[src/fetch_pkg.sv]
`default_nettype none

package fetch_pkg;

   ////////////////////////////////////////
   // sizes
   ////////////////////////////////////////
   localparam int WORD_W      = 16;
   localparam int FETCH_WIDTH = 4;
   localparam int SLOT_W      = $clog2(FETCH_WIDTH);
   localparam int IMEM_DEPTH  = 256;
   localparam int IMEM_AW     = $clog2(IMEM_DEPTH);
   localparam int NUM_REGS    = 16;
   localparam int REG_IDX_W   = $clog2(NUM_REGS);
   localparam int BASE_LAT    = 2;

   ////////////////////////////////////////
   // jump encoding
   ////////////////////////////////////////
   localparam logic [3:0] JMP_OPCODE = 4'b1111;
   localparam int JMP_OP_LO = 12;
   // bit 0 set selects the base form
   localparam int JMP_KIND_BIT = 0;
   localparam int IMM_HI  = 11;
   localparam int IMM_LO  = 2;
   localparam int IMM_W   = IMM_HI - IMM_LO + 1;
   localparam int BOFF_HI = 7;
   localparam int BOFF_LO = 2;
   localparam int BOFF_W  = BOFF_HI - BOFF_LO + 1;
   localparam int RIDX_HI = 11;
   localparam int RIDX_LO = 8;

   typedef logic [WORD_W-1:0] word_t;

   // slot 0 sits in the top bits
   typedef struct packed {
      word_t [0:FETCH_WIDTH-1] slot;
   } fetch_bundle_t;

   typedef struct packed {
      logic                 valid;
      logic [REG_IDX_W-1:0] idx;
   } base_req_t;

   typedef struct packed {
      logic  ready;
      word_t value;
   } base_rsp_t;

endpackage

`default_nettype wire

[src/fetch_pc.sv]
`timescale 1ns/1ps
`default_nettype none

module fetch_pc import fetch_pkg::*; (
   input  wire logic  clk,
   input  wire logic  rst_n,
   input  wire logic  jump_sel,
   input  wire word_t jump_addr,
   input  wire logic  stall,
   input  wire logic  ext_pc_en,
   input  wire word_t ext_pc,
   output word_t      pc
);

   word_t pc_next;

   // external load beats jumps, jumps beat the stall
   always_comb begin
      if (ext_pc_en) begin
         pc_next = ext_pc;
      end else if (jump_sel) begin
         pc_next = jump_addr;
      end else if (stall) begin
         pc_next = pc;
      end else begin
         pc_next = pc + word_t'(FETCH_WIDTH);
      end
   end

   // full 16-bit counter, the memory takes the low bits
   always_ff @(posedge clk or negedge rst_n) begin
      if (!rst_n) begin
         pc <= '0;
      end else begin
         pc <= pc_next;
      end
   end

endmodule

`default_nettype wire

[config.mk]
export PLATFORM = sky130hd
export DESIGN_NAME = fetch_pc
export DESIGN_NICKNAME = d
export VERILOG_FILES = /design/src/fetch_pkg.sv /design/src/fetch_pc.sv
export SDC_FILE = /design/constraint.sdc
export NUM_CORES = 1
export LEC_CHECK = 0
export ABC_CLOCK_PERIOD_IN_PS = 1600
export BUFFER_PORTS_ARGS = -buffer_cell sky130_fd_sc_hd__buf_2
export CAP_MARGIN = 20
export CORE_ASPECT_RATIO = 0.75
export CORE_UTILIZATION = 30
export DETAILED_ROUTE_END_ITERATION = 10
export SLEW_MARGIN = 20
export SYNTH_ARGS = -nofsm -noshare
export SYNTH_HDL_FRONTEND = slang
export SYNTH_SLANG_ARGS = --single-unit
[constraint.sdc]
create_clock -name clk -period 1.6 [get_ports clk]
set_input_delay 0.08 -clock clk [delete_from_list [all_inputs] [get_ports clk]]
set_output_delay 0.08 -clock clk [all_outputs]
set_load 0.01 [all_outputs]
-- Yosys cells after proc, flatten, opt, wreduce, memory -nomap -nowiden
Cells that the tools add are included.
- bits in registers: 16
- latch bits: 0
- memory bits (writable): 0
- bits in read-only memories: 0
- logic and storage cells: 6
- memories kept: 0
- $add $sub $neg: 1
- multiply operators: 0
- div/mod/pow operators: 0
- $lt $le $gt $ge: 0
- eq/ne operators: 1
- shifts and indexed selects: 0
- multiplexer cells: 3
- bitwise gates (word level): 0
- reduce and logical (&&, ||, !) cells: 0
- operator list (kind ; number):
    $mux 16 ; 3
    $add 16x3->16 const B ; 1
    $ne 3x2->1 const B ; 1

-- Depth between registers and ports, before layout
- word-level depth: 4
- gate-level depth with buffers: 5
- depth with buffers taken out: 5

-- Least setup slack after synthesis
OpenSTA, ideal clock, no wires.
- path kind: flip-flop to flip-flop
- start: register pc[2]
- end: register pc[12]
- setup time: 0.133 ns
- arrival time: 1.304 ns
- data required time: 1.467 ns
- slack: 0.162 ns
- stages on the path, launching flop included: 6
- path buffers: 0
- period minus slack after synthesis: 1.438 ns
- cell sequence: dfrtp_1 -> ha_1 -> nand3_2 -> nor4_1 -> xnor2_1 -> a21oi_1
- longest elaborated chain between the ends: 4
- RTL lines (item ; RTL line ; source):
    start, declared ; fetch_pc.sv:12 ; output word_t pc
    start signal, assigned ; fetch_pc.sv:35 ; pc <= pc_next;
    $add 16x3->16 ; fetch_pc.sv:26 ; pc_next = pc + word_t'(FETCH_WIDTH);
    $mux 16 ; fetch_pc.sv:23 ; end else if (stall) begin
    $mux 16 ; fetch_pc.sv:21 ; end else if (jump_sel) begin
    $mux 16 ; fetch_pc.sv:19 ; if (ext_pc_en) begin
Every way passes these cells. The select of a mux whose other input is x is not followed.
A chain may end at the register's enable or synchronous reset.

-- Worst setup path in the final report
- start: register pc[5]
- end: register pc[15]
The elaborated chain is that of the path after synthesis.

==> flow_summary.json <==
{
  "status": "finished, violations left",
  "violations": "design-rule violations",
  "final_core_util": 0.436,
  "path_class": "reg -> reg",
  "syn-cell-area_um2": 1060,
  "postSynthCellCount": 120,
  "ys_seq_elements": 16,
  "clk_path_buf_depth": 2,
  "grt_pass1_wl_mm": 4.88,
  "drtAntennaViolNets": 0,
  "final_hold_viol_count": 0,
  "dieArea_um2": 3790,
  "p_leak_nw": 0.648,
  "path_max_fanout": 5,
  "root_buffer": "clkbuf_8",
  "syn_area_per_cell_um2": 8.86,
  "htree_num_levels": 1,
  "crit_required_ns": 1.72,
  "setup_tns_ns": 0,
  "crit_path_start_kind": "register",
  "ys_seq_area_frac": 0.376,
  "skew_ns": 0.00416,
  "vias": 1111,
  "drc_errors": 8,
  "synth_top_family_by_area": "simple AND/OR/NAND/NOR gates",
  "slew_headroom": 0.738,
  "layout_min_cycle_time_ns": 1.53,
  "pre_cts_ws_ns": 0.0876,
  "final.fill_count": 370,
  "grt_max_degree": 18,
  "cts_setup_buffers": 0,
  "worst_setup_path_end_kind": "register",
  "drive_gt1_frac": 0.398,
  "fin_crit_sh": 0.954,
  "fin_nets": 215,
  "slew_viol_final": 0,
  "p_per_area_nw_per_um2": 809,
  "n_antenna_cell": 0,
  "multi_input_area_um2": 622,
  "row_count": 18,
  "grt_util_all_layers": 0.169,
  "die_y_um": 53.6,
  "hp-class": "in -> reg",
  "globalplace.congestion": 0.764,
  "grt_overflow": 0,
  "grt_pass1_vias": 1048,
  "fin_ws_ns": 0.0743,
  "drv_cap": 0,
  "start_util": 0.319,
  "final-seq-area_um2": 403,
  "antenna_found_initial": 0,
  "synth_xor_area_frac": 0.0906,
  "largest_reg_flops": 16,
  "rsz0062_at_grt": "true",
  "tightestPinTransition_ns": 0.390,
  "cts_buffers": 3,
  "power_mw": 1.17,
  "fmax_mhz": 655,
  "wire_per_inst_um": 13.4,
  "wl_mm": 2.89,
  "synth.yosys.warnings": 0,
  "areaGrowthSynthToFinish_pct": 36.6,
  "syn_nets": 158,
  "drt_pass1_iterations": 7,
  "clk_latency_ns": 0.25,
  "max-vdd-ir-drop_v": 0.000307,
  "synth-simple-area-share": 0.236,
  "cts_tree": "done",
  "setup_viol": 0,
  "synth_compound_area_frac": 0.188,
  "arrival_ns": 1.64,
  "synth_fa_ha_area_frac": 0.0118,
  "synth_mux_area_frac": 0.0576,
  "num_io_pins": 53,
  "cts.sinks": 16,
  "reg_top3": "pc: 16 flops",
  "vias_per_cell": 5.14,
  "die_w_um": 70.8,
  "io_buffers": 52,
  "synth.distinct_cells": 37,
  "dp_hpwl_mm": 2.30,
  "drtIter0Drc": 45,
  "clk_pin_slew_ns": 0.06,
  "largest-register": "pc",
  "coreArea_um2": 3330
}
-- cell usage after synthesis --
cell type / n / area, um2
nor4b_2: 1 / 15.0
nand3_4: 1 / 17.5
o22ai_1: 4 / 25.0
nor2b_1: 1 / 6.26
nand2_1: 16 / 60.1
nand4_1: 2 / 12.5
nand3_2: 1 / 10.0
nor3b_1: 1 / 7.51
xor2_1: 2 / 17.5
xnor2_1: 9 / 78.8
nor4_1: 3 / 18.8
dfrtp_1: 16 / 400
ha_1: 1 / 12.5
a22oi_1: 3 / 22.5
clkbuf_1: 3 / 11.3
nor3_1: 3 / 15.0
buf_2: 3 / 15.0
and2_1: 1 / 6.26
or3_1: 1 / 6.26
nand4_2: 1 / 12.5
a221oi_1: 1 / 8.76
nor2_1: 9 / 33.8
a21oi_1: 11 / 55.1
o21ai_0: 4 / 20.0
nand3_1: 2 / 10.0
o21a_1: 1 / 7.51
clkinv_1: 1 / 3.75
nand3b_1: 1 / 7.51
mux2i_1: 5 / 50.1
o31ai_2: 1 / 12.5
mux2_2: 1 / 11.3
o211ai_1: 2 / 15.0
o2111ai_1: 1 / 8.76
o221ai_1: 2 / 17.5
o31ai_1: 1 / 7.51
inv_1: 3 / 11.3
nor4_2: 1 / 12.5
-- worst max-delay path, stage by stage, from the launching register on --
cell and delay (ns):
dfrtp_1 0.48, nand4_2 0.14, nor4_1 0.42, mux2i_1 0.25
o211ai_1 0.11
-- per-stage QoR --
| stage | hold slack [ns] | instances | area (um2) |
|---|---|---|---|
| after floorplan | -0.216 | 120 | 1060 |
| after global placement | 0.0235 | 211 | 1390 |
| after detailed placement | 0.0161 | 211 | 1390 |
| after CTS | 0.0406 | 216 | 1450 |
| after global routing | 0.0446 | 216 | 1450 |
| final | 0.0429 | 216 | 1450 |
-- layout make-up --
class,count,share of cell area
sequential,16,0.277
multi-input combinational,94,0.428
clock buffer,4,0.0379
timing repair buffer,58,0.212
inverter,4,0.0103
tap,40,0.0345
-- routing by layer --
layer	part of all wire	global-route usage	up-vias
met4	0.0048	0.0300	0
met1	0.47	0.221	521
met5	0	0	-
met3	0.089	0.0599	2
met2	0.44	0.277	40
li1	-	-	548
-- timing repair --
action,4_1_cts,5_1_grt
gates resized for setup,0,2
endpoints found under the setup margin,0,3
hold endpoints to repair,16,0
hold buffers,1,0
-- worst paths after layout --
check	slack, ns	cells after the start	start	end
max in group asynchronous	1.02	2	rst_n	pc[2]
worst min-delay path	0.04	3	ext_pc[0]	pc[0]
worst max register to register	0.07	4	pc[5]	pc[15]
worst max-delay path	0.07	4	pc[5]	pc[15]
min in group asynchronous	0.28	2	rst_n	pc[13]
worst min register to register	0.59	2	pc[0]	pc[0]
-- cells by family (layout without fill, tap and decap cells) --
family,after synthesis,in the layout
AO/OA/AOI/OAI,31,31
XOR/XNOR,11,11
adder cells (fa/ha/maj),1,1
buffers and inverters,10,66
flip-flops,16,16
multiplexers,6,6
AND/OR/NAND/NOR,45,45
-- cell usage in the layout, fill, tap and decap left out, types with 2 or more instances in the layout --
cell type / synthesis / routed
o21ai_0: 4 / 4
clkbuf_8: 0 / 4
a22oi_1: 3 / 3
nand3_1: 2 / 2
xor2_1: 2 / 2
buf_4: 0 / 5
buf_2: 3 / 52
dfrtp_2: 0 / 2
xnor2_1: 9 / 9
o211ai_1: 2 / 2
inv_1: 3 / 3
nor4_1: 3 / 3
o221ai_1: 2 / 2
nand2_1: 16 / 16
dfrtp_1: 16 / 14
nor2_1: 9 / 9
nand4_1: 2 / 2
nor3_1: 3 / 3
o22ai_1: 4 / 4
mux2i_1: 5 / 5
a21oi_1: 11 / 11
-- power breakdown --
| part | total, mW | switching, mW | internal (mW) | leakage (nW) |
|---|---|---|---|---|
| combinational | 0.312 | 0.161 | 0.150 | 0.433 |
| sequential | 0.505 | 0.0567 | 0.448 | 0.186 |
| clock | 0.358 | 0.140 | 0.218 | 0.0288 |
Note: power is estimated with default switching activity, not from simulation.
