==> src/fetch_pkg.sv <==
`default_nettype none

package fetch_pkg;

   ////////////////////////////////////////
   // sizes
   ////////////////////////////////////////
   localparam int WORD_W      = 16;
   localparam int FETCH_WIDTH = 4;
   localparam int SLOT_W      = $clog2(FETCH_WIDTH);
   localparam int IMEM_DEPTH  = 256;
   localparam int IMEM_AW     = $clog2(IMEM_DEPTH);
   localparam int NUM_REGS    = 16;
   localparam int REG_IDX_W   = $clog2(NUM_REGS);
   localparam int BASE_LAT    = 2;

   ////////////////////////////////////////
   // jump encoding
   ////////////////////////////////////////
   localparam logic [3:0] JMP_OPCODE = 4'b1111;
   localparam int JMP_OP_LO = 12;
   // bit 0 set selects the base form
   localparam int JMP_KIND_BIT = 0;
   localparam int IMM_HI  = 11;
   localparam int IMM_LO  = 2;
   localparam int IMM_W   = IMM_HI - IMM_LO + 1;
   localparam int BOFF_HI = 7;
   localparam int BOFF_LO = 2;
   localparam int BOFF_W  = BOFF_HI - BOFF_LO + 1;
   localparam int RIDX_HI = 11;
   localparam int RIDX_LO = 8;

   typedef logic [WORD_W-1:0] word_t;

   // slot 0 sits in the top bits
   typedef struct packed {
      word_t [0:FETCH_WIDTH-1] slot;
   } fetch_bundle_t;

   typedef struct packed {
      logic                 valid;
      logic [REG_IDX_W-1:0] idx;
   } base_req_t;

   typedef struct packed {
      logic  ready;
      word_t value;
   } base_rsp_t;

endpackage

`default_nettype wire

==> src/jump_handler.sv <==
`timescale 1ns/1ps
`default_nettype none

module jump_handler import fetch_pkg::*; (
   input  wire logic          clk,
   input  wire logic          rst_n,
   input  wire logic          mispredict,
   input  wire logic          ext_pc_en,
   input  wire word_t         pc,
   input  wire fetch_bundle_t bundle,
   input  wire base_rsp_t     base_rsp,
   output base_req_t          base_req,
   output logic               jump_sel,
   output word_t              jump_addr,
   output logic               stall,
   output fetch_bundle_t      out_bundle
);

   logic              hit;
   logic              hit_base;
   logic [SLOT_W-1:0] hit_slot;
   word_t             hit_word;
   word_t             slot_addr;
   word_t             imm_off;
   word_t             base_off;
   logic              imm_det;
   logic              base_det;
   logic              cancel;
   logic              sel;
   logic              wait_q;
   logic              dis_q;
   logic              rdy_q;
   word_t             base_q;
   word_t             off_q;

   ////////////////////////////////////////
   // slot scan
   ////////////////////////////////////////
   // first jump in the bundle wins, whatever its kind
   always_comb begin
      hit      = 1'b0;
      hit_base = 1'b0;
      hit_slot = '0;
      hit_word = '0;
      for (int i = 0; i < FETCH_WIDTH; i++) begin
         if (!hit && bundle.slot[i][WORD_W-1:JMP_OP_LO] == JMP_OPCODE) begin
            hit      = 1'b1;
            hit_base = bundle.slot[i][JMP_KIND_BIT];
            hit_slot = SLOT_W'(i);
            hit_word = bundle.slot[i];
         end
      end
   end

   assign slot_addr = pc + word_t'(hit_slot);
   assign imm_off   = {{(WORD_W-IMM_W){hit_word[IMM_HI]}}, hit_word[IMM_HI:IMM_LO]};
   assign base_off  = {{(WORD_W-BOFF_W){hit_word[BOFF_HI]}}, hit_word[BOFF_HI:BOFF_LO]};

   assign cancel   = mispredict | ext_pc_en;
   assign imm_det  = hit & ~hit_base;
   // no new base request until the previous one has been used
   assign base_det = hit & hit_base & ~dis_q & ~cancel;

   assign base_req.valid = base_det;
   assign base_req.idx   = hit_word[RIDX_HI:RIDX_LO];

   ////////////////////////////////////////
   // wait state
   ////////////////////////////////////////
   always_ff @(posedge clk or negedge rst_n) begin
      if (!rst_n) begin
         wait_q <= 1'b0;
         dis_q  <= 1'b0;
         rdy_q  <= 1'b0;
      end else begin
         // a late ready still lands once, even after a cancel
         rdy_q <= base_rsp.ready;
         if (cancel) begin
            wait_q <= 1'b0;
            dis_q  <= 1'b0;
         end else begin
            if (base_det) begin
               wait_q <= 1'b1;
            end else if (base_rsp.ready) begin
               wait_q <= 1'b0;
            end
            // stays set through the buffered ready cycle
            if (base_rsp.ready) begin
               dis_q <= 1'b1;
            end else begin
               dis_q <= wait_q | base_det;
            end
         end
      end
   end

   always_ff @(posedge clk) begin
      base_q <= base_rsp.value;
      if (base_det) begin
         off_q <= base_off;
      end
   end

   ////////////////////////////////////////
   // redirect and stall
   ////////////////////////////////////////
   always_comb begin
      if (rdy_q) begin
         sel       = 1'b1;
         jump_addr = base_q + off_q;
      end else if (wait_q) begin
         sel       = 1'b0;
         jump_addr = '0;
      end else if (base_det) begin
         // park on the jump itself until the base arrives
         sel       = 1'b1;
         jump_addr = slot_addr;
      end else if (imm_det) begin
         sel       = 1'b1;
         jump_addr = slot_addr + word_t'(1) + imm_off;
      end else begin
         sel       = 1'b0;
         jump_addr = '0;
      end
   end

   assign jump_sel = sel & ~ext_pc_en;
   assign stall    = wait_q & ~ext_pc_en;

   // nops while parked and in the landing cycle
   assign out_bundle = ((wait_q | rdy_q) && !ext_pc_en) ? '0 : bundle;

endmodule

`default_nettype wire

==> config.mk <==
export PLATFORM = sky130hd
export DESIGN_NAME = jump_handler
export DESIGN_NICKNAME = d
export VERILOG_FILES = /design/src/fetch_pkg.sv /design/src/jump_handler.sv
export SDC_FILE = /design/constraint.sdc
export NUM_CORES = 1
export LEC_CHECK = 0
export ABC_AREA = 1
export BUFFER_PORTS_ARGS = -buffer_cell sky130_fd_sc_hd__buf_4
export CAP_MARGIN = 30
export CORE_UTILIZATION = 40
export CTS_CLUSTER_DIAMETER = 50
export DETAILED_ROUTE_END_ITERATION = 8
export PLACE_DENSITY = 0.73
export SYNTH_ARGS = -nofsm -noshare
export SYNTH_HDL_FRONTEND = slang
export SYNTH_SLANG_ARGS = --single-unit
==> constraint.sdc <==
create_clock -name clk -period 3.2 [get_ports clk]
set_clock_uncertainty 0.15 [all_clocks]
set_input_delay 0.16 -clock clk [delete_from_list [all_inputs] [get_ports clk]]
set_output_delay 0.16 -clock clk [all_outputs]
set_load 0.02 [all_outputs]
======== After elaboration in Yosys (flattened, before gate mapping) ========
Cells that the tools add are included.
operators by class
  add/subtract/negate cells ............... 4
  multiplexer cells ....................... 29
  bitwise logic cells ..................... 13
  equality and inequality tests ........... 4
  reductions and logical operators ........ 9
operators with widths
  cell                                                              number
  16-bit two-way mux                                                4
  64-bit two-way mux                                                1
  12-bit two-way mux                                                4
  16-bit adder                                                      2
  1-bit two-way mux                                                 18
  16-bit by 1-bit adder with 16-bit output (second input constant)  1
  16-bit by 2-bit adder with 16-bit output                          1
  4-bit equality test (second input constant)                       4
  1-bit bitwise AND                                                 6
  1-bit logical AND                                                 4
  1-bit logical NOT                                                 4
  2-bit two-way mux                                                 2
  1-bit inverter                                                    4
  1-bit OR                                                          3
  3-bit nonzero test                                                1
word-level totals
  register bits ........................... 25
  word-level logic and storage cells ...... 64
  input bits .............................. 101

======== Logic depth before layout (Yosys ltp) ========
  depth after elaboration ................. 18
  gate-level depth with buffers ........... 29

======== Worst setup path before layout ========
Ideal clock, no wire load.
  path type ............................... input to output
  start ................................... in bundle[45] (netlist name)
  end ..................................... out jump_addr[15]
  stages .................................. 25
  data arrival time ....................... 3210 ps
  path slack .............................. -320 ps
  data required time ...................... 2890 ps
  buffers on the path ..................... 1
  cells stage by stage .................... nand2_1 -> nor2_4 -> nand2_1 -> clkbuf_1 -> nand2_1 -> ha_1 -> inv_1 -> fa_1 -> inv_1 -> nand3_1 -> nor2_2 -> nand2_2 -> o22ai_1 -> inv_1 -> ha_1 -> a21o_1 -> a21boi_0 -> nand2_1 -> a21oi_1 -> inv_1 -> nand2_1 -> nand3_1 -> nand2_1 -> nand2_1 -> nand2_1
between the ends
  longest elaborated chain between the ends .. 16
  elaborated cells on any way between the ends .. 30
ends and longest elaborated chain
  item                                      line                 RTL
  start: declaration                        jump_handler.sv:10   input wire fetch_bundle_t bundle,
  4-bit equality test (*)                   jump_handler.sv:46   if (!hit && bundle.slot[i][WORD_W-1:JMP_OP_LO] == JMP_OPCODE) begin
  1-bit logical AND (*)                     jump_handler.sv:46
  1-bit two-way mux                         jump_handler.sv:46
  1-bit logical NOT                         jump_handler.sv:46
  1-bit logical AND                         jump_handler.sv:46
  1-bit two-way mux                         jump_handler.sv:46
  1-bit logical NOT                         jump_handler.sv:46
  1-bit logical AND                         jump_handler.sv:46
  2-bit two-way mux                         jump_handler.sv:46
  16-bit by 2-bit adder with 16-bit output  jump_handler.sv:55   assign slot_addr = pc + word_t'(hit_slot);
  16-bit by 1-bit adder with 16-bit output  jump_handler.sv:120  jump_addr = slot_addr + word_t'(1) + imm_off;
  16-bit adder                              jump_handler.sv:120
  16-bit two-way mux                        jump_handler.sv:118  end else if (imm_det) begin
  16-bit two-way mux (*)                    jump_handler.sv:114  end else if (base_det) begin
  16-bit two-way mux (*)                    jump_handler.sv:111  end else if (wait_q) begin
  16-bit two-way mux (*)                    jump_handler.sv:108  if (rdy_q) begin
  end: declaration                          jump_handler.sv:14   output word_t jump_addr,
Every way passes the cells marked *; elsewhere a longest branch is shown, timed or not.

======== Worst setup path in the final report ========
  start ................................... in bundle[44] (netlist name)
  end ..................................... out jump_addr[15]
Same word-level chain as after synthesis.

==> impl_metrics.yaml <==
final_layout:
  fillers: 857
  layout-drive-gt1-share: 0.428
  fin_nets: 1080
  diodes: 0
  final_common_cell: "buf_4"
  syn_to_final_growth_pct: 71.5
  fin_area_um2: 6860
  final_cell_mix: "buf_4, inv_1, nor2_1"
logic_synthesis:
  ys_warn_count: 0
  syn_nets: 814
  muxShareOfSynthArea: 0
  synth_top_family_by_area: "simple AND/OR/NAND/NOR gates"
  syn_area_per_cell_um2: 5.92
  ys_async_sr_fraction: 0.120
  synth_edf_count: 6
  synthCells: 675
  synth_area_um2: 4000
  synth_cell_types: 43
  synthAdderAreaFrac: 0.125
  synth-main-ff-cell: "dfxtp_1"
  synth-seq-area-share: 0.144
  synthXorXnorAreaFrac: 0.0460
  synth_compound_area_frac: 0.182
  ys_ff_latch: 25
  yosys.area_share.simple: 0.343
sta:
  fin_hold_ws_ps: 51.2
  setup_viol: 12
  finalCritPeriodShare: 1.11
  period_needed_ps: 3540
  rsz0062_at_grt: "true"
  slew_headroom: 0.592
  fmax_mhz: 283
  tightest_slew_ps: 611
  drv_slew: 0
  fin_ws_ps: -340
  hold_viol: 0
placement:
  gp_congestion: 0.947
  io_buffers: 187
  dpl-instance-area_um2: 5970
  dp_hpwl_um: 12100
die:
  io-pin-count: 188
  dieArea_um2: 10400
  die_x_um: 102
  start_util: 0.411
  core_area_um2: 9730
  rows: 36
  die_h_um: 102
critical_path:
  critPathLaunchType: "input port"
  worstSetupEndpointType: "primary output"
  critPathRequiredTime_ps: 2890
  crit_type: "in -> out"
  path_max_fanout: 5
  cp_data_arrival_time_ps: 3230
  reg2reg_depth: 5
global_routing:
  grt_pass1_vias: 5148
  antenna_found_initial: 0
  grt_max_degree: 39
  grt_overflow: 0
  grtUsageTotal: 0.290
  grt_pass1_wl_um: 23800
drt:
  num_vias: 5261
  drt-wirelength-per-cell_um: 14.3
  drc: 0
  vias_per_cell: 4.90
  ant_nets: 0
  routed_wl_um: 15300
  drt_iter0_drc: 230
  first_pass_iters: 6
hold_path:
  holdCritPathClass: "in -> reg"
  whs_path_depth: 4
clock_network:
  cts-root-buf: "clkbuf_8"
  htree_levels: 1
  cts_sinks: 25
  cts_made_buffers: 3
  cts_tree: "done"
  cts_max_path_buffers: 2
  clkSlewWorstSetupHoldPaths_ps: 90
  insertion_delay_ps: 280
run_status:
  violations: "negative setup slack"
  outcome: "finished, violations left"
job:
  cap_violations: 0
pwr:
  p_per_area_nw_per_um2: 230
  p_leak_uw: 0.00376
  ir_drop_mv: 0.158
## state kept, by name (all words and copies together) (netlist names)
name,flops
base_q,16
off_q,6
dis_q,1
rdy_q,1
wait_q,1
## per-layer routing
| metal | wire length, um | vias to the layer above | global-route usage | part of all wire |
|---|---|---|---|---|
| met3 | 749 | 30 | 0.0280 | 0.049 |
| met4 | 359 | 0 | 0.0945 | 0.023 |
| met1 | 6550 | 2406 | 0.360 | 0.43 |
| met5 | 0 | - | 0 | 0 |
| li1 | - | 2650 | - | - |
| met2 | 7670 | 175 | 0.522 | 0.50 |
## where the power goes
group / switching [uW] / internal [uW]
logic: 546 / 486
registers: 7.27 / 336
clock network: 111 / 88.6
total: 664 / 910
## timing repair
| item | 4_1_cts | 5_1_grt |
|---|---|---|
| endpoints found under the setup margin | 13 | 13 |
| setup buffers | 17 | 3 |
| gates resized for setup | 73 | 37 |
| hold endpoints to repair | 22 | 1 |
| hold buffers | 18 | 1 |
| pin swaps | 40 | 33 |
## area by class of cell
type	instances	area, um^2	area share
clock buffer	3	41.3	0.00602
clock inverter	1	7.51	0.00109
inverter	138	528	0.0770
multi-input combinational	494	3320	0.484
sequential	25	576	0.0839
tap	133	166	0.0243
timing repair buffer	279	2220	0.323
## kinds of logic after synthesis
| logic type | after synthesis |
|---|---|
| AND/OR/NAND/NOR | 316 |
| buffers and inverters | 156 |
| AO/OA/AOI/OAI | 119 |
| adder cells (fa/ha/maj) | 38 |
| flip-flops | 25 |
| XOR/XNOR | 21 |
## cells in the mapped netlist (3+ instances only)
| library cell | instances | share of area |
|---|---|---|
| buf_4 | 6 | 0.011 |
| nand2_1 | 127 | 0.12 |
| a21o_1 | 7 | 0.013 |
| nor2_4 | 4 | 0.011 |
| buf_2 | 8 | 0.010 |
| xnor2_1 | 10 | 0.022 |
| a21oi_1 | 37 | 0.046 |
| nor2_1 | 123 | 0.12 |
| dfxtp_1 | 16 | 0.080 |
| o21ai_0 | 29 | 0.036 |
| ha_1 | 35 | 0.11 |
| inv_2 | 5 | 0.0047 |
| nand4_1 | 3 | 0.0047 |
| dfrtp_1 | 3 | 0.019 |
| o211ai_2 | 4 | 0.013 |
| nand3_1 | 38 | 0.048 |
| o21ai_1 | 13 | 0.016 |
| o22ai_1 | 10 | 0.016 |
| fa_1 | 3 | 0.015 |
| xor2_1 | 11 | 0.024 |
| edfxtp_1 | 6 | 0.045 |
| nand2_2 | 7 | 0.011 |
| nor2_2 | 3 | 0.0047 |
| inv_1 | 130 | 0.12 |
| nor3_1 | 3 | 0.0038 |
| o21bai_1 | 3 | 0.0056 |
| o21ai_2 | 7 | 0.015 |
## critical path: stages
cell and delay (ps):
buf_6 100, nand2_4 70, nor2_4 50, nor2_4 130, nand3_4 120, nand2_4 100, ha_4 140, inv_2 40
fa_2 370, inv_2 90, nand3_4 100, nor2_4 170, nand2_4 90, o21ai_1 140, nand2_1 120, ha_4 280
a21oi_2 130, a21boi_2 160, nand2_1 70, a21oi_2 120, nand3_1 90, nand3_1 80, nand2_1 50, nand2_1 90
nand2_2 60, buf_6 130
## path summary, 6_finish.rpt
| path | to | slack [ps] | startpoint |
|---|---|---|---|
| min in group asynchronous | rdy_q | 60 | rst_n |
| max reg2reg | off_q[5] | 1610 | dis_q |
| min reg2reg | dis_q | 520 | wait_q |
| min | dis_q | 50 | ext_pc_en |
| max in group asynchronous | wait_q | 2750 | rst_n |
| max | jump_addr[15] | -340 | bundle[44] |
## stage by stage
| step | setup TNS (ps) | worst slack, ps | power (uW) | utilization | cells |
|---|---|---|---|---|---|
| 2_1_floorplan | 0 | 2.08 | 836 | - | 675 |
| 3_3_place_gp | -3220 | -342 | 1220 | 0.614 | 1030 |
| 3_5_place_dp | -4320 | -404 | 1230 | 0.614 | 1030 |
| 4_1_cts | -1730 | -263 | 1530 | 0.687 | 1069 |
| 5_1_grt | -4900 | -534 | 1680 | 0.705 | 1073 |
| 6_report | -2570 | -340 | 1570 | 0.705 | 1073 |
No activity file was read; power rests on OpenSTA's default activity.
