File: config.mk
export PLATFORM = sky130hd
export DESIGN_NAME = base_reg_reader
export DESIGN_NICKNAME = d
export VERILOG_FILES = /design/src/fetch_pkg.sv /design/src/base_reg_reader.sv
export SDC_FILE = /design/constraint.sdc
export NUM_CORES = 1
export LEC_CHECK = 0
export ABC_CLOCK_PERIOD_IN_PS = 6000
export BUFFER_PORTS_ARGS = -buffer_cell sky130_fd_sc_hd__buf_2
export CORE_MARGIN = 2
export CORE_UTILIZATION = 35
export DETAILED_ROUTE_END_ITERATION = 8
export SETUP_SLACK_MARGIN = 0.1
export SLEW_MARGIN = 20
export SYNTH_ARGS = -nofsm -noshare
export SYNTH_HDL_FRONTEND = slang
export SYNTH_SLANG_ARGS = --single-unit
File: constraint.sdc
create_clock -name clk -period 6 [get_ports clk]
set_input_delay 1.2 -clock clk [delete_from_list [all_inputs] [get_ports clk]]
set_output_delay 1.2 -clock clk [all_outputs]
set_load 0.005 [all_outputs]
File: src/fetch_pkg.sv
`default_nettype none

package fetch_pkg;

   ////////////////////////////////////////
   // sizes
   ////////////////////////////////////////
   localparam int WORD_W      = 16;
   localparam int FETCH_WIDTH = 4;
   localparam int SLOT_W      = $clog2(FETCH_WIDTH);
   localparam int IMEM_DEPTH  = 256;
   localparam int IMEM_AW     = $clog2(IMEM_DEPTH);
   localparam int NUM_REGS    = 16;
   localparam int REG_IDX_W   = $clog2(NUM_REGS);
   localparam int BASE_LAT    = 2;

   ////////////////////////////////////////
   // jump encoding
   ////////////////////////////////////////
   localparam logic [3:0] JMP_OPCODE = 4'b1111;
   localparam int JMP_OP_LO = 12;
   // bit 0 set selects the base form
   localparam int JMP_KIND_BIT = 0;
   localparam int IMM_HI  = 11;
   localparam int IMM_LO  = 2;
   localparam int IMM_W   = IMM_HI - IMM_LO + 1;
   localparam int BOFF_HI = 7;
   localparam int BOFF_LO = 2;
   localparam int BOFF_W  = BOFF_HI - BOFF_LO + 1;
   localparam int RIDX_HI = 11;
   localparam int RIDX_LO = 8;

   typedef logic [WORD_W-1:0] word_t;

   // slot 0 sits in the top bits
   typedef struct packed {
      word_t [0:FETCH_WIDTH-1] slot;
   } fetch_bundle_t;

   typedef struct packed {
      logic                 valid;
      logic [REG_IDX_W-1:0] idx;
   } base_req_t;

   typedef struct packed {
      logic  ready;
      word_t value;
   } base_rsp_t;

endpackage

`default_nettype wire

File: src/base_reg_reader.sv
`timescale 1ns/1ps
`default_nettype none

module base_reg_reader import fetch_pkg::*; (
   input  wire logic                 clk,
   input  wire logic                 rst_n,
   input  wire logic                 reg_we,
   input  wire logic [REG_IDX_W-1:0] reg_idx,
   input  wire word_t                reg_wdata,
   input  wire base_req_t            base_req,
   output base_rsp_t                 base_rsp
);

   word_t     regs [NUM_REGS];
   base_req_t pipe_q [BASE_LAT];

   ////////////////////////////////////////
   // register file
   ////////////////////////////////////////
   always_ff @(posedge clk or negedge rst_n) begin
      if (!rst_n) begin
         for (int i = 0; i < NUM_REGS; i++) begin
            regs[i] <= '0;
         end
      end else if (reg_we) begin
         regs[reg_idx] <= reg_wdata;
      end
   end

   ////////////////////////////////////////
   // request delay line
   ////////////////////////////////////////
   // stands in for the operand wait of the full pipe
   always_ff @(posedge clk or negedge rst_n) begin
      if (!rst_n) begin
         for (int i = 0; i < BASE_LAT; i++) begin
            pipe_q[i] <= '0;
         end
      end else begin
         pipe_q[0] <= base_req;
         for (int i = 1; i < BASE_LAT; i++) begin
            pipe_q[i] <= pipe_q[i-1];
         end
      end
   end

   // last stage reads the file
   assign base_rsp.ready = pipe_q[BASE_LAT-1].valid;
   assign base_rsp.value = regs[pipe_q[BASE_LAT-1].idx];

endmodule

`default_nettype wire

* Word-level counts from Yosys, hierarchy flattened
Cells that the tools add are included.
** Operators by class
- Bitwise logic cells :: 2
- Reductions and logical operators :: 1
- Mux-type cells :: 6
- Order comparisons :: 3
** Operators with widths (number)
- 256-bit bitwise mux :: 1
- 16-bit binary-select mux with 4-bit select :: 1
- 16-bit demux with 4-bit select :: 1
- 16-bit two-way mux :: 3
- 5-bit greater-or-equal comparator, second input constant :: 2
- 4-bit NOT with 5-bit output :: 2
- 5-bit by 1-bit less-than comparator with 1-bit output, second input constant :: 1
- 1-bit logical AND :: 1
** Word-level totals
- Bits in registers :: 266
- Word-level logic and storage cells :: 32
- Input port bits :: 28

* Depth between registers and ports, before layout
Gate-level depths: netlist of the first run.
- Depth in word-level cells :: 6
- Depth in mapped cells :: 6
- Depth with buffers taken out :: 3

* Worst setup path before layout of the first run
OpenSTA, ideal clock, no wires.
- Path type :: register to output
- From :: register pipe_q[0] (netlist bit)
- To :: output port base_rsp[0] (netlist bit)
- Stages on the path, launching flop included :: 6
- Slack :: 3203 ps
- Arrival time :: 1597 ps
- Cell sequence :: dfrtp_1 -> buf_2 -> buf_2 -> mux4_2 -> a22oi_1 -> nand2_1
** RTL lines
- start: declaration :: RTL line base_reg_reader.sv:15 : base_req_t pipe_q [BASE_LAT];
- start signal: indexed assignment :: RTL line base_reg_reader.sv:42 : pipe_q[i] <= pipe_q[i-1];
- end: declaration :: RTL line base_reg_reader.sv:11 : output base_rsp_t base_rsp

==> results of run 1 <==
[flip-flops by register name (all words and copies together) (netlist names)]
| name | flops |
|---|---|
| pipe_q | 9 |
| base_rsp | 1 |
| regs | 256 |
[layer usage]
metal / vias to the layer above / part of all wire / GRT usage
met5: - / 0 / 0
met4: 0 / 0.015 / 0.04300
met3: 35 / 0.032 / 0.01666
met2: 113 / 0.52 / 0.2916
met1: 3489 / 0.43 / 0.2179
li1: 2790 / - / -
[worst max-delay path by stage]
stage / endpoint / slack [ns] / depth (start not counted)
after detailed placement: base_rsp[7] / 2.22 / 5
after global routing: base_rsp[7] / 1.49 / 5
final: base_rsp[3] / 1.74 / 5
after floorplan: base_rsp[0] / 3.20 / 5
after global placement: base_rsp[7] / 2.21 / 5
after CTS: base_rsp[7] / 1.63 / 5
[worst max-delay path, delay by kind of cell (launching register included)]
family / cells / cell delay, ns
buffers and inverters: 2 / 0.58
flip-flops: 1 / 1.02
AND/OR/NAND/NOR: 1 / 0.16
multiplexers: 1 / 0.53
AO/OA/AOI/OAI: 1 / 0.19
[logic make-up (layout without fill, tap and decap cells)]
logic type | Yosys count | after routing
buffers and inverters | 60 | 116
DFF | 266 | 266
and+or+nand+nor | 45 | 45
AOI/OAI and AO/OA | 32 | 32
other | 0 | 1
muxes | 320 | 320
[Yosys cell counts]
master,instances,share of area
dfrtp_1,266,0.56
mux2_2,246,0.23
mux4_2,64,0.12
a22oi_1,32,0.020
clkbuf_1,27,0.0086
buf_2,19,0.0080
nand2_1,17,0.0054
mux2_4,10,0.013
buf_4,6,0.0038
nor3_2,6,0.0051
buf_6,5,0.0048
nor2_2,4,0.0021
buf_1,3,0.00095
nor2_1,3,0.00095
nand2b_1,2,0.0011
nand3_1,2,0.00085
nand3b_1,2,0.0013
nor2b_1,2,0.0011
or3_1,2,0.0011
and2_1,1,0.00053
nand2_2,1,0.00053
nand2b_4,1,0.0012
nor4_4,1,0.0018
or4_1,1,0.00063
[through the flow]
stage	setup slack, ns	utilization	hold WS [ns]
final	1.740	0.4081	0.3476
after global routing	1.489	0.4081	0.3552
after CTS	1.634	0.4080	0.3497
after detailed placement	2.217	0.3759	0.3347
after global placement	2.209	0.3759	0.3337
after floorplan	3.203	-	0.3312
[final cells by class]
type                            count  area (µm²)
Fill cell                        3031       19800
Sequential cell                   266        6661
Multi-Input combinational cell    397        4950
Clock buffer                       42       874.6
Tap cell                          448       560.5
Timing Repair Buffer               65       400.4
Clock inverter                      9       200.2
Antenna cell                        1       2.502
[report_power, final]
part	switching (W)	leakage, nW	internal, W
clock network	0.000708	0.522	0.00126
registers	0.000213	3.25	0.00220
logic	0.000286	2.03	0.000534
==> results.sh, run 1 <==
export IMPL_first_iter_violations=350
export IMPL_cts_sinks=266
export IMPL_synth_compound_area_frac=0.02028
export IMPL_port_buffers=44
export IMPL_totalNegativeSetupSlack_ns=0
export IMPL_p_per_area_nw_per_um2=380.9
export IMPL_area_growth_pct=15.23
export IMPL_slowest_delay_ns=1.02
export IMPL_layout_min_cycle_time_ns=4.260
export IMPL_antenna_found_initial=1
export IMPL_dp_hpwl_mm=15.98
export IMPL_r2r_start="regs[45]$_DFFE_PN0P_"
export IMPL_fp_dieH_um=188.0
export IMPL_timing_rr_end="regs[45]$_DFFE_PN0P_"
export IMPL_clk_transition_reported_paths_ns=0.06
export IMPL_clock_skew_ns=0.0005690
export IMPL_worst_pin_slew_ns=1.168
export IMPL_cp_arrival_ns=3.06
export IMPL_fmax_mhz=234.7
export IMPL_cts_setup_buffers=0
export IMPL_yosysSeqAreaShare=0.5620
export IMPL_endpoint_kind="primary output"
export IMPL_startpoint_type="register"
export IMPL_setup_worst_path_start="pipe_q[0]$_DFF_PN0_"
export IMPL_postCtsHoldBufs=0
export IMPL_via_per_inst=5.234
export IMPL_die_area_um2=35330
export IMPL_r2r_slack_ns=5.21
export IMPL_hold_viol_final=0
export IMPL_fp_row_count=67
export IMPL_syn_area_per_cell_um2=16.38
export IMPL_peakVddDrop_uv=217.8
export IMPL_root_buffer="clkbuf_16"
export IMPL_cp_required_ns=4.80
export IMPL_crit_chain="buf_4, mux4_2, a22oi_1, nand2_1, buf_2"
export IMPL_cts_resized=0
export IMPL_drt_antenna_violating_nets=0
export IMPL_drive_gt1_frac=0.5815
export IMPL_wirelength_mm=28.39
export IMPL_insertion_delay_ns=0.53
export IMPL_die_w_um=188.0
export IMPL_min_path_type="register to register"
export IMPL_yosys_area_share_simple=0.02345
export IMPL_layout_commonest_cell="dfrtp_1"
export IMPL_start_util=0.3541
export IMPL_hold_start="pipe_q[9]$_DFF_PN0_"
export IMPL_cts_tree="yes"
export IMPL_ys_types=24
export IMPL_drt_pass1_iter_count=4
export IMPL_post_route_drc_count=0
export IMPL_grt_max_degree=119
export IMPL_total_power_w=0.005199
export IMPL_slew_headroom=0.2215
export IMPL_whs_endpoint="base_rsp[16]$_DFF_PN0_"
export IMPL_grt_pass1_wl_mm=43.97
export IMPL_slew_violations=0
export IMPL_htreeDepth=1
export IMPL_grt_pass1_vias=6803
export IMPL_rsz0062_at_grt="no"
export IMPL_synth_area_um2=11850
export IMPL_cap_viol_max_count=0
export IMPL_ys_ff_latch=266
export IMPL_grtUsageTotal=0.1651
export IMPL_ys_warnings_count=0
export IMPL_coreArea_um2=33450
export IMPL_critPathKind="register to primary output"
export IMPL_avgRoutedWirePerCell_um=23.12
export IMPL_gp_congestion=0.7057
export IMPL_synth_xor_xnor_area_share=0
export IMPL_status="finished clean"
export IMPL_final_cell_area_um2=13650
export IMPL_synthCells=723
export IMPL_dpl_instance_area_um2=12570
export IMPL_hold_depth=0
export IMPL_power_leakage_nw=5.805
export IMPL_synthMuxAreaShare=0.3682
export IMPL_place_inst=1176
export IMPL_overflow=0
export IMPL_ioPinCount=45
export IMPL_cts_made_buffers=28
export IMPL_critPathMaxFanout=42
export IMPL_layout_nets=786
export IMPL_crit_slowest_cell="dfrtp_4"
export IMPL_final_cells=1228
export IMPL_synth_top_family_by_area="multiplexers"
export IMPL_synthAdderAreaFrac=0
export IMPL_syn_num_nets=751
export IMPL_fin_crit_sh=0.7101
export IMPL_cts_buffer_depth=3
export IMPL_setup_viol_count_final=0
export IMPL_layout_common_cells="dfrtp_1, mux2_2, mux4_2"
export IMPL_r2r_cells=1
export IMPL_vias=6427
Power figures use the tool's default switching activity.
==> inputs of run 2 (changes only) <==
ABC_CLOCK_PERIOD_IN_PS = 4200   (was 6000)
clock period = 4.2 ns   (was 6 ns; I/O delays follow)
==> run 2 against run 1 <==
Critical endpoint is now base_rsp[7]. Flip-flop and latch count did not move. Via count fell by 0.33%. Non-clock buffer count rose by 11. Sequential share of layout area is 0.21 points higher. Power is 36% higher. Largest cell class unchanged. Routed wire length rose by 1.4%. Global-route usage grew 0.28 points. Largest power group unchanged. Die area is the same. Sequential power increased by 43%.
==> results.sh, run 2 (same netlist as run 1, synthesis figures left out) <==
export IMPL_status="finished clean"
export IMPL_start_util=0.3541
export IMPL_cts_sinks=266
export IMPL_setup_viol_count_final=0
export IMPL_gr_max_usage_layer="met2"
export IMPL_layout_nets=797
export IMPL_hold_viol_final=0
export IMPL_power_leakage_nw=5.798
export IMPL_avgRoutedWirePerCell_um=23.26
export IMPL_met1_usage=0.2167
export IMPL_post_route_drc_count=0
export IMPL_fp_dieH_um=188.0
export IMPL_startpoint_type="register"
export IMPL_drive_gt1_frac=0.5799
export IMPL_die_w_um=188.0
export IMPL_cts_setup_buffers=0
export IMPL_cpLargestDelayFamily="flip-flops"
export IMPL_fmax_mhz=282.2
export IMPL_p_int_w=0.005385
export IMPL_rsz0062_at_grt="no"
export IMPL_first_iter_violations=318
export IMPL_crit_chain="buf_4, mux4_2, a22oi_1, nand2_1, buf_2"
export IMPL_p_clk_frac=0.348
export IMPL_nFillCells=3064
export IMPL_critPathMaxFanout=21
export IMPL_postCtsHoldBufs=0
export IMPL_fp_row_count=67
export IMPL_crit_buf_inv=2
export IMPL_vias=6406
export IMPL_cts_resized=0
export IMPL_grt_max_degree=106
export IMPL_crit_slowest_cell="dfrtp_4"
export IMPL_cts_made_buffers=28
export IMPL_cp_required_ns=3.36
export IMPL_cts_tree="yes"
export IMPL_clock_skew_ns=0.001730
export IMPL_p_per_area_nw_per_um2=522.1
export IMPL_dp_hpwl_mm=17.03
export IMPL_via_per_inst=5.179
export IMPL_peakVddDrop_uv=352.2
export IMPL_die_area_um2=35330
export IMPL_p_seq_frac=0.484
export IMPL_largest_reg_flops=256
export IMPL_cap_viol_max_count=0
export IMPL_layout_common_cells="dfrtp_1, mux2_2, mux4_2"
export IMPL_holdWs_ns=0.3209
export IMPL_overflow=0
export IMPL_coreArea_um2=33450
export IMPL_endpoint_kind="primary output"
export IMPL_fin_crit_sh=0.8437
export IMPL_min_path_type="primary input to asynchronous set/reset pin"
export IMPL_critPathKind="register to primary output"
export IMPL_drt_antenna_violating_nets=0
export IMPL_grt_pass1_vias=7043
export IMPL_top_register="regs"
export IMPL_port_buffers=44
export IMPL_htreeDepth=1
export IMPL_r2r_slack_ns=3.42
export IMPL_grt_pass1_wl_mm=44.79
export IMPL_root_buffer="clkbuf_16"
export IMPL_layout_min_cycle_time_ns=3.544
export IMPL_p_comb_frac=0.168
export IMPL_grtUsageMet3=0.01628
export IMPL_drt_pass1_iter_count=4
export IMPL_antenna_found_initial=2
export IMPL_total_power_w=0.007095
export IMPL_clk_transition_reported_paths_ns=0.06
export IMPL_slowest_delay_ns=0.74
export IMPL_insertion_delay_ns=0.53
export IMPL_worst_pin_slew_ns=0.8404
export IMPL_met2_usage=0.3000
export IMPL_power_share_switching=0.2411
export IMPL_area_growth_pct=14.74
export IMPL_slew_headroom=0.4397
export IMPL_grtUsageTotal=0.1679
export IMPL_slew_violations=0
export IMPL_wirelength_mm=28.78
export IMPL_layout_commonest_cell="dfrtp_1"
export IMPL_cp_arrival_ns=2.70
export IMPL_power_switching_w=0.001711
export IMPL_cts_buffer_depth=3
export IMPL_ioPinCount=45
export IMPL_totalNegativeSetupSlack_ns=0
export IMPL_gp_congestion=0.7423
==> run 2: power by group through the flow <==
stage / clock network [W] / registers, W / logic [W]
floorplan: 0 / 0.00336 / 0.000938
global route: 0.00265 / 0.00351 / 0.00129
global placement: 0 / 0.00347 / 0.00117
detailed placement: 0 / 0.00347 / 0.00121
CTS: 0.00253 / 0.00343 / 0.00121
finish: 0.00247 / 0.00344 / 0.00119
==> run 2: cell type report <==
| class | instances | area (µm²) | share of cell area |
|---|---|---|---|
| timing repair buffer | 76 | 520.5 | 0.03830 |
| clock inverter | 7 | 91.34 | 0.006721 |
| sequential | 266 | 6661 | 0.4902 |
| clock buffer | 42 | 824.5 | 0.06067 |
| multi-input combinational | 397 | 4930 | 0.3627 |
| antenna | 1 | 2.502 | 0.0001841 |
| tap | 448 | 560.5 | 0.04124 |
==> run 2: per-layer routing <==
metal / vias to the layer above / wire [µm]
met5: - / 12
met4: 2 / 636
met3: 41 / 1019
met2: 108 / 15030
met1: 3462 / 12080
li1: 2793 / -
==> run 2: worst paths after layout <==
| path | from | endpoint | cells past startpoint |
|---|---|---|---|
| worst max-delay path | pipe_q[0]$_DFF_PN0_ | base_rsp[7] | 5 |
| worst min-delay path | rst_n | regs[48]$_DFFE_PN0P_ | 1 |
| worst max register to register | regs[0]$_DFFE_PN0P_ | regs[0]$_DFFE_PN0P_ | 1 |
| worst min register to register | pipe_q[7]$_DFF_PN0_ | pipe_q[2]$_DFF_PN0_ | 0 |
| max in group asynchronous | rst_n | regs[129]$_DFFE_PN0P_ | 3 |
| min in group clk | pipe_q[7]$_DFF_PN0_ | pipe_q[2]$_DFF_PN0_ | 0 |
==> run 2: stage by stage <==
step,utilization,setup slack [ns],instance area (µm²),cells
6_report,0.4063,0.6564,13590,1237
5_1_grt,0.4062,0.4895,13590,1236
4_1_cts,0.4062,0.5827,13590,1236
3_5_place_dp,0.3789,1.155,12670,1187
3_3_place_gp,0.3789,1.193,12670,1187
2_1_floorplan,-,1.763,11850,723
==> inputs of run 3 (changes only) <==
ABC_CLOCK_PERIOD_IN_PS = 3250   (was 4200)
clock period = 3.25 ns   (was 4.2 ns; I/O delays follow)
==> run 3 against run 2 <==
Clock power grew 28%. Hold slack lost 0.24 ns. Critical path depth is the same. Register-to-register slack lost 0.95 ns. Flip-flop and latch count is the same. Via count is essentially flat. Setup slack lost 0.48 ns. Global-route usage shrank 0.89 points. Die area is the same. Critical endpoint is now base_rsp[3].
==> results.sh, run 3 (same netlist as run 1, synthesis figures left out) <==
export IMPL_insertion_delay_ns=0.53
export IMPL_slowest_delay_ns=0.55
export IMPL_gr_max_usage_layer="met2"
export IMPL_layout_commonest_cell="dfrtp_1"
export IMPL_overflow=0
export IMPL_p_per_area_nw_per_um2=670.6
export IMPL_cpLargestDelayFamily="flip-flops"
export IMPL_avgRoutedWirePerCell_um=22.27
export IMPL_r2r_start="regs[46]$_DFFE_PN0P_"
export IMPL_endpoint_kind="primary output"
export IMPL_drive_gt1_frac=0.5820
export IMPL_worst_pin_slew_ns=0.9920
export IMPL_rsz0062_at_grt="yes"
export IMPL_final_cells=1235
export IMPL_fmax_mhz=325.9
export IMPL_cts_made_buffers=27
export IMPL_postCtsHoldBufs=0
export IMPL_first_iter_violations=337
export IMPL_met1_usage=0.2129
export IMPL_totalNegativeSetupSlack_ns=0
export IMPL_post_route_drc_count=0
export IMPL_antennaDiodeCount=0
export IMPL_start_util=0.3541
export IMPL_vias=6405
export IMPL_crit_slowest_cell="dfrtp_4"
export IMPL_dp_hpwl_mm=16.24
export IMPL_multiInputGateArea_um2=4930
export IMPL_slew_violations=0
export IMPL_power_leakage_nw=5.832
export IMPL_grt_pass1_vias=6903
export IMPL_post_place_ws_ns=0.6647
export IMPL_cts_tree="yes"
export IMPL_layout_nets=795
export IMPL_root_buffer="clkbuf_16"
export IMPL_r2r_slack_ns=2.47
export IMPL_grt_max_degree=84
export IMPL_crit_buf_inv=2
export IMPL_hold_viol_final=0
export IMPL_layout_min_cycle_time_ns=3.069
export IMPL_total_power_w=0.009157
export IMPL_fp_row_count=67
export IMPL_wirelength_mm=27.51
export IMPL_r2r_cells=1
export IMPL_top_register="regs"
export IMPL_slew_headroom=0.3387
export IMPL_clk_transition_reported_paths_ns=0.06
export IMPL_coreArea_um2=33450
export IMPL_min_path_type="primary input to asynchronous set/reset pin"
export IMPL_critPathKind="register to primary output"
export IMPL_grtUsageMet3=0.01404
export IMPL_cp_arrival_ns=2.42
export IMPL_place_inst=1185
export IMPL_setup_viol_count_final=0
export IMPL_layout_common_cells="dfrtp_1, mux2_2, mux4_2"
export IMPL_drt_pass1_iter_count=7
export IMPL_nFillCells=3043
export IMPL_cts_setup_buffers=0
export IMPL_cts_buffer_depth=3
export IMPL_startpoint_type="register"
export IMPL_fp_dieH_um=188.0
export IMPL_via_per_inst=5.186
export IMPL_ioPinCount=45
export IMPL_grtUsageTotal=0.1590
export IMPL_clock_skew_ns=0.002486
export IMPL_port_buffers=44
export IMPL_die_area_um2=35330
export IMPL_peakVddDrop_uv=349.1
export IMPL_crit_chain="buf_12, mux4_2, a22oi_1, nand2_1, buf_2"
export IMPL_cp_required_ns=2.60
export IMPL_cap_viol_max_count=0
export IMPL_cts_sinks=266
export IMPL_critPathMaxFanout=25
export IMPL_seq_area_um2=6661
export IMPL_gp_congestion=0.7508
export IMPL_timing_rr_end="regs[46]$_DFFE_PN0P_"
export IMPL_status="finished clean"
export IMPL_worst_slack_ns=0.1813
export IMPL_antenna_found_initial=0
export IMPL_fin_crit_sh=0.9442
export IMPL_largest_reg_flops=256
export IMPL_drt_antenna_violating_nets=0
export IMPL_htreeDepth=1
export IMPL_grt_pass1_wl_mm=43.06
export IMPL_met2_usage=0.2769
export IMPL_area_growth_pct=15.28
export IMPL_die_w_um=188.0
[run 3: final cells by class]
type / instances / area share
Clock buffer: 43 / 0.06121
Sequential cell: 266 / 0.4878
Multi-Input combinational cell: 397 / 0.3610
Clock inverter: 6 / 0.005864
Tap cell: 448 / 0.04105
Timing Repair Buffer: 75 / 0.04306
[run 3: how the worst max path moves through the flow]
| stage | slack, ns | startpoint | endpoint | cells past startpoint |
|---|---|---|---|---|
| after floorplan | 1.00 | pipe_q[0]$_DFF_PN0_ | base_rsp[0] | 5 |
| after global placement | 0.68 | pipe_q[0]$_DFF_PN0_ | base_rsp[5] | 5 |
| after detailed placement | 0.66 | reg_idx[3] | regs[122]$_DFFE_PN0P_ | 4 |
| after CTS | 0.10 | pipe_q[0]$_DFF_PN0_ | base_rsp[5] | 5 |
| after global routing | 0.08 | pipe_q[0]$_DFF_PN0_ | base_rsp[4] | 5 |
| final | 0.18 | pipe_q[0]$_DFF_PN0_ | base_rsp[3] | 5 |
[run 3: what timing repair did]
action | 4_1_cts | 5_1_grt
gates resized for setup | 0 | 1
endpoints found under the setup margin | 0 | 5
endpoints found under the hold margin | 0 | 0
[run 3: power breakdown]
group	total [W]	internal (W)	switching, W	leakage (nW)
combinational	0.00157	0.00100	0.000562	2.12
clock	0.00317	0.00191	0.00126	0.456
sequential	0.00442	0.00406	0.000360	3.25
total	0.00916	0.00697	0.00219	5.83
[run 3: per-stage QoR]
| step | instance area (µm²) | hold slack [ns] | util |
|---|---|---|---|
| after detailed placement | 12710 | 0.3358 | 0.3799 |
| after global placement | 12710 | 0.3379 | 0.3799 |
| final | 13660 | 0.08350 | 0.4083 |
| after CTS | 13620 | 0.1315 | 0.4073 |
| after floorplan | 11850 | 0.3312 | - |
| after global routing | 13660 | 0.1445 | 0.4083 |
[run 3: layer usage]
metal  up-vias  wire length, µm  part of all wire
met5         -                0                 0
met1      3490            12390              0.45
met3        39              666             0.024
met2        83            13830              0.50
met4         0              620             0.023
li1       2793                -                 -
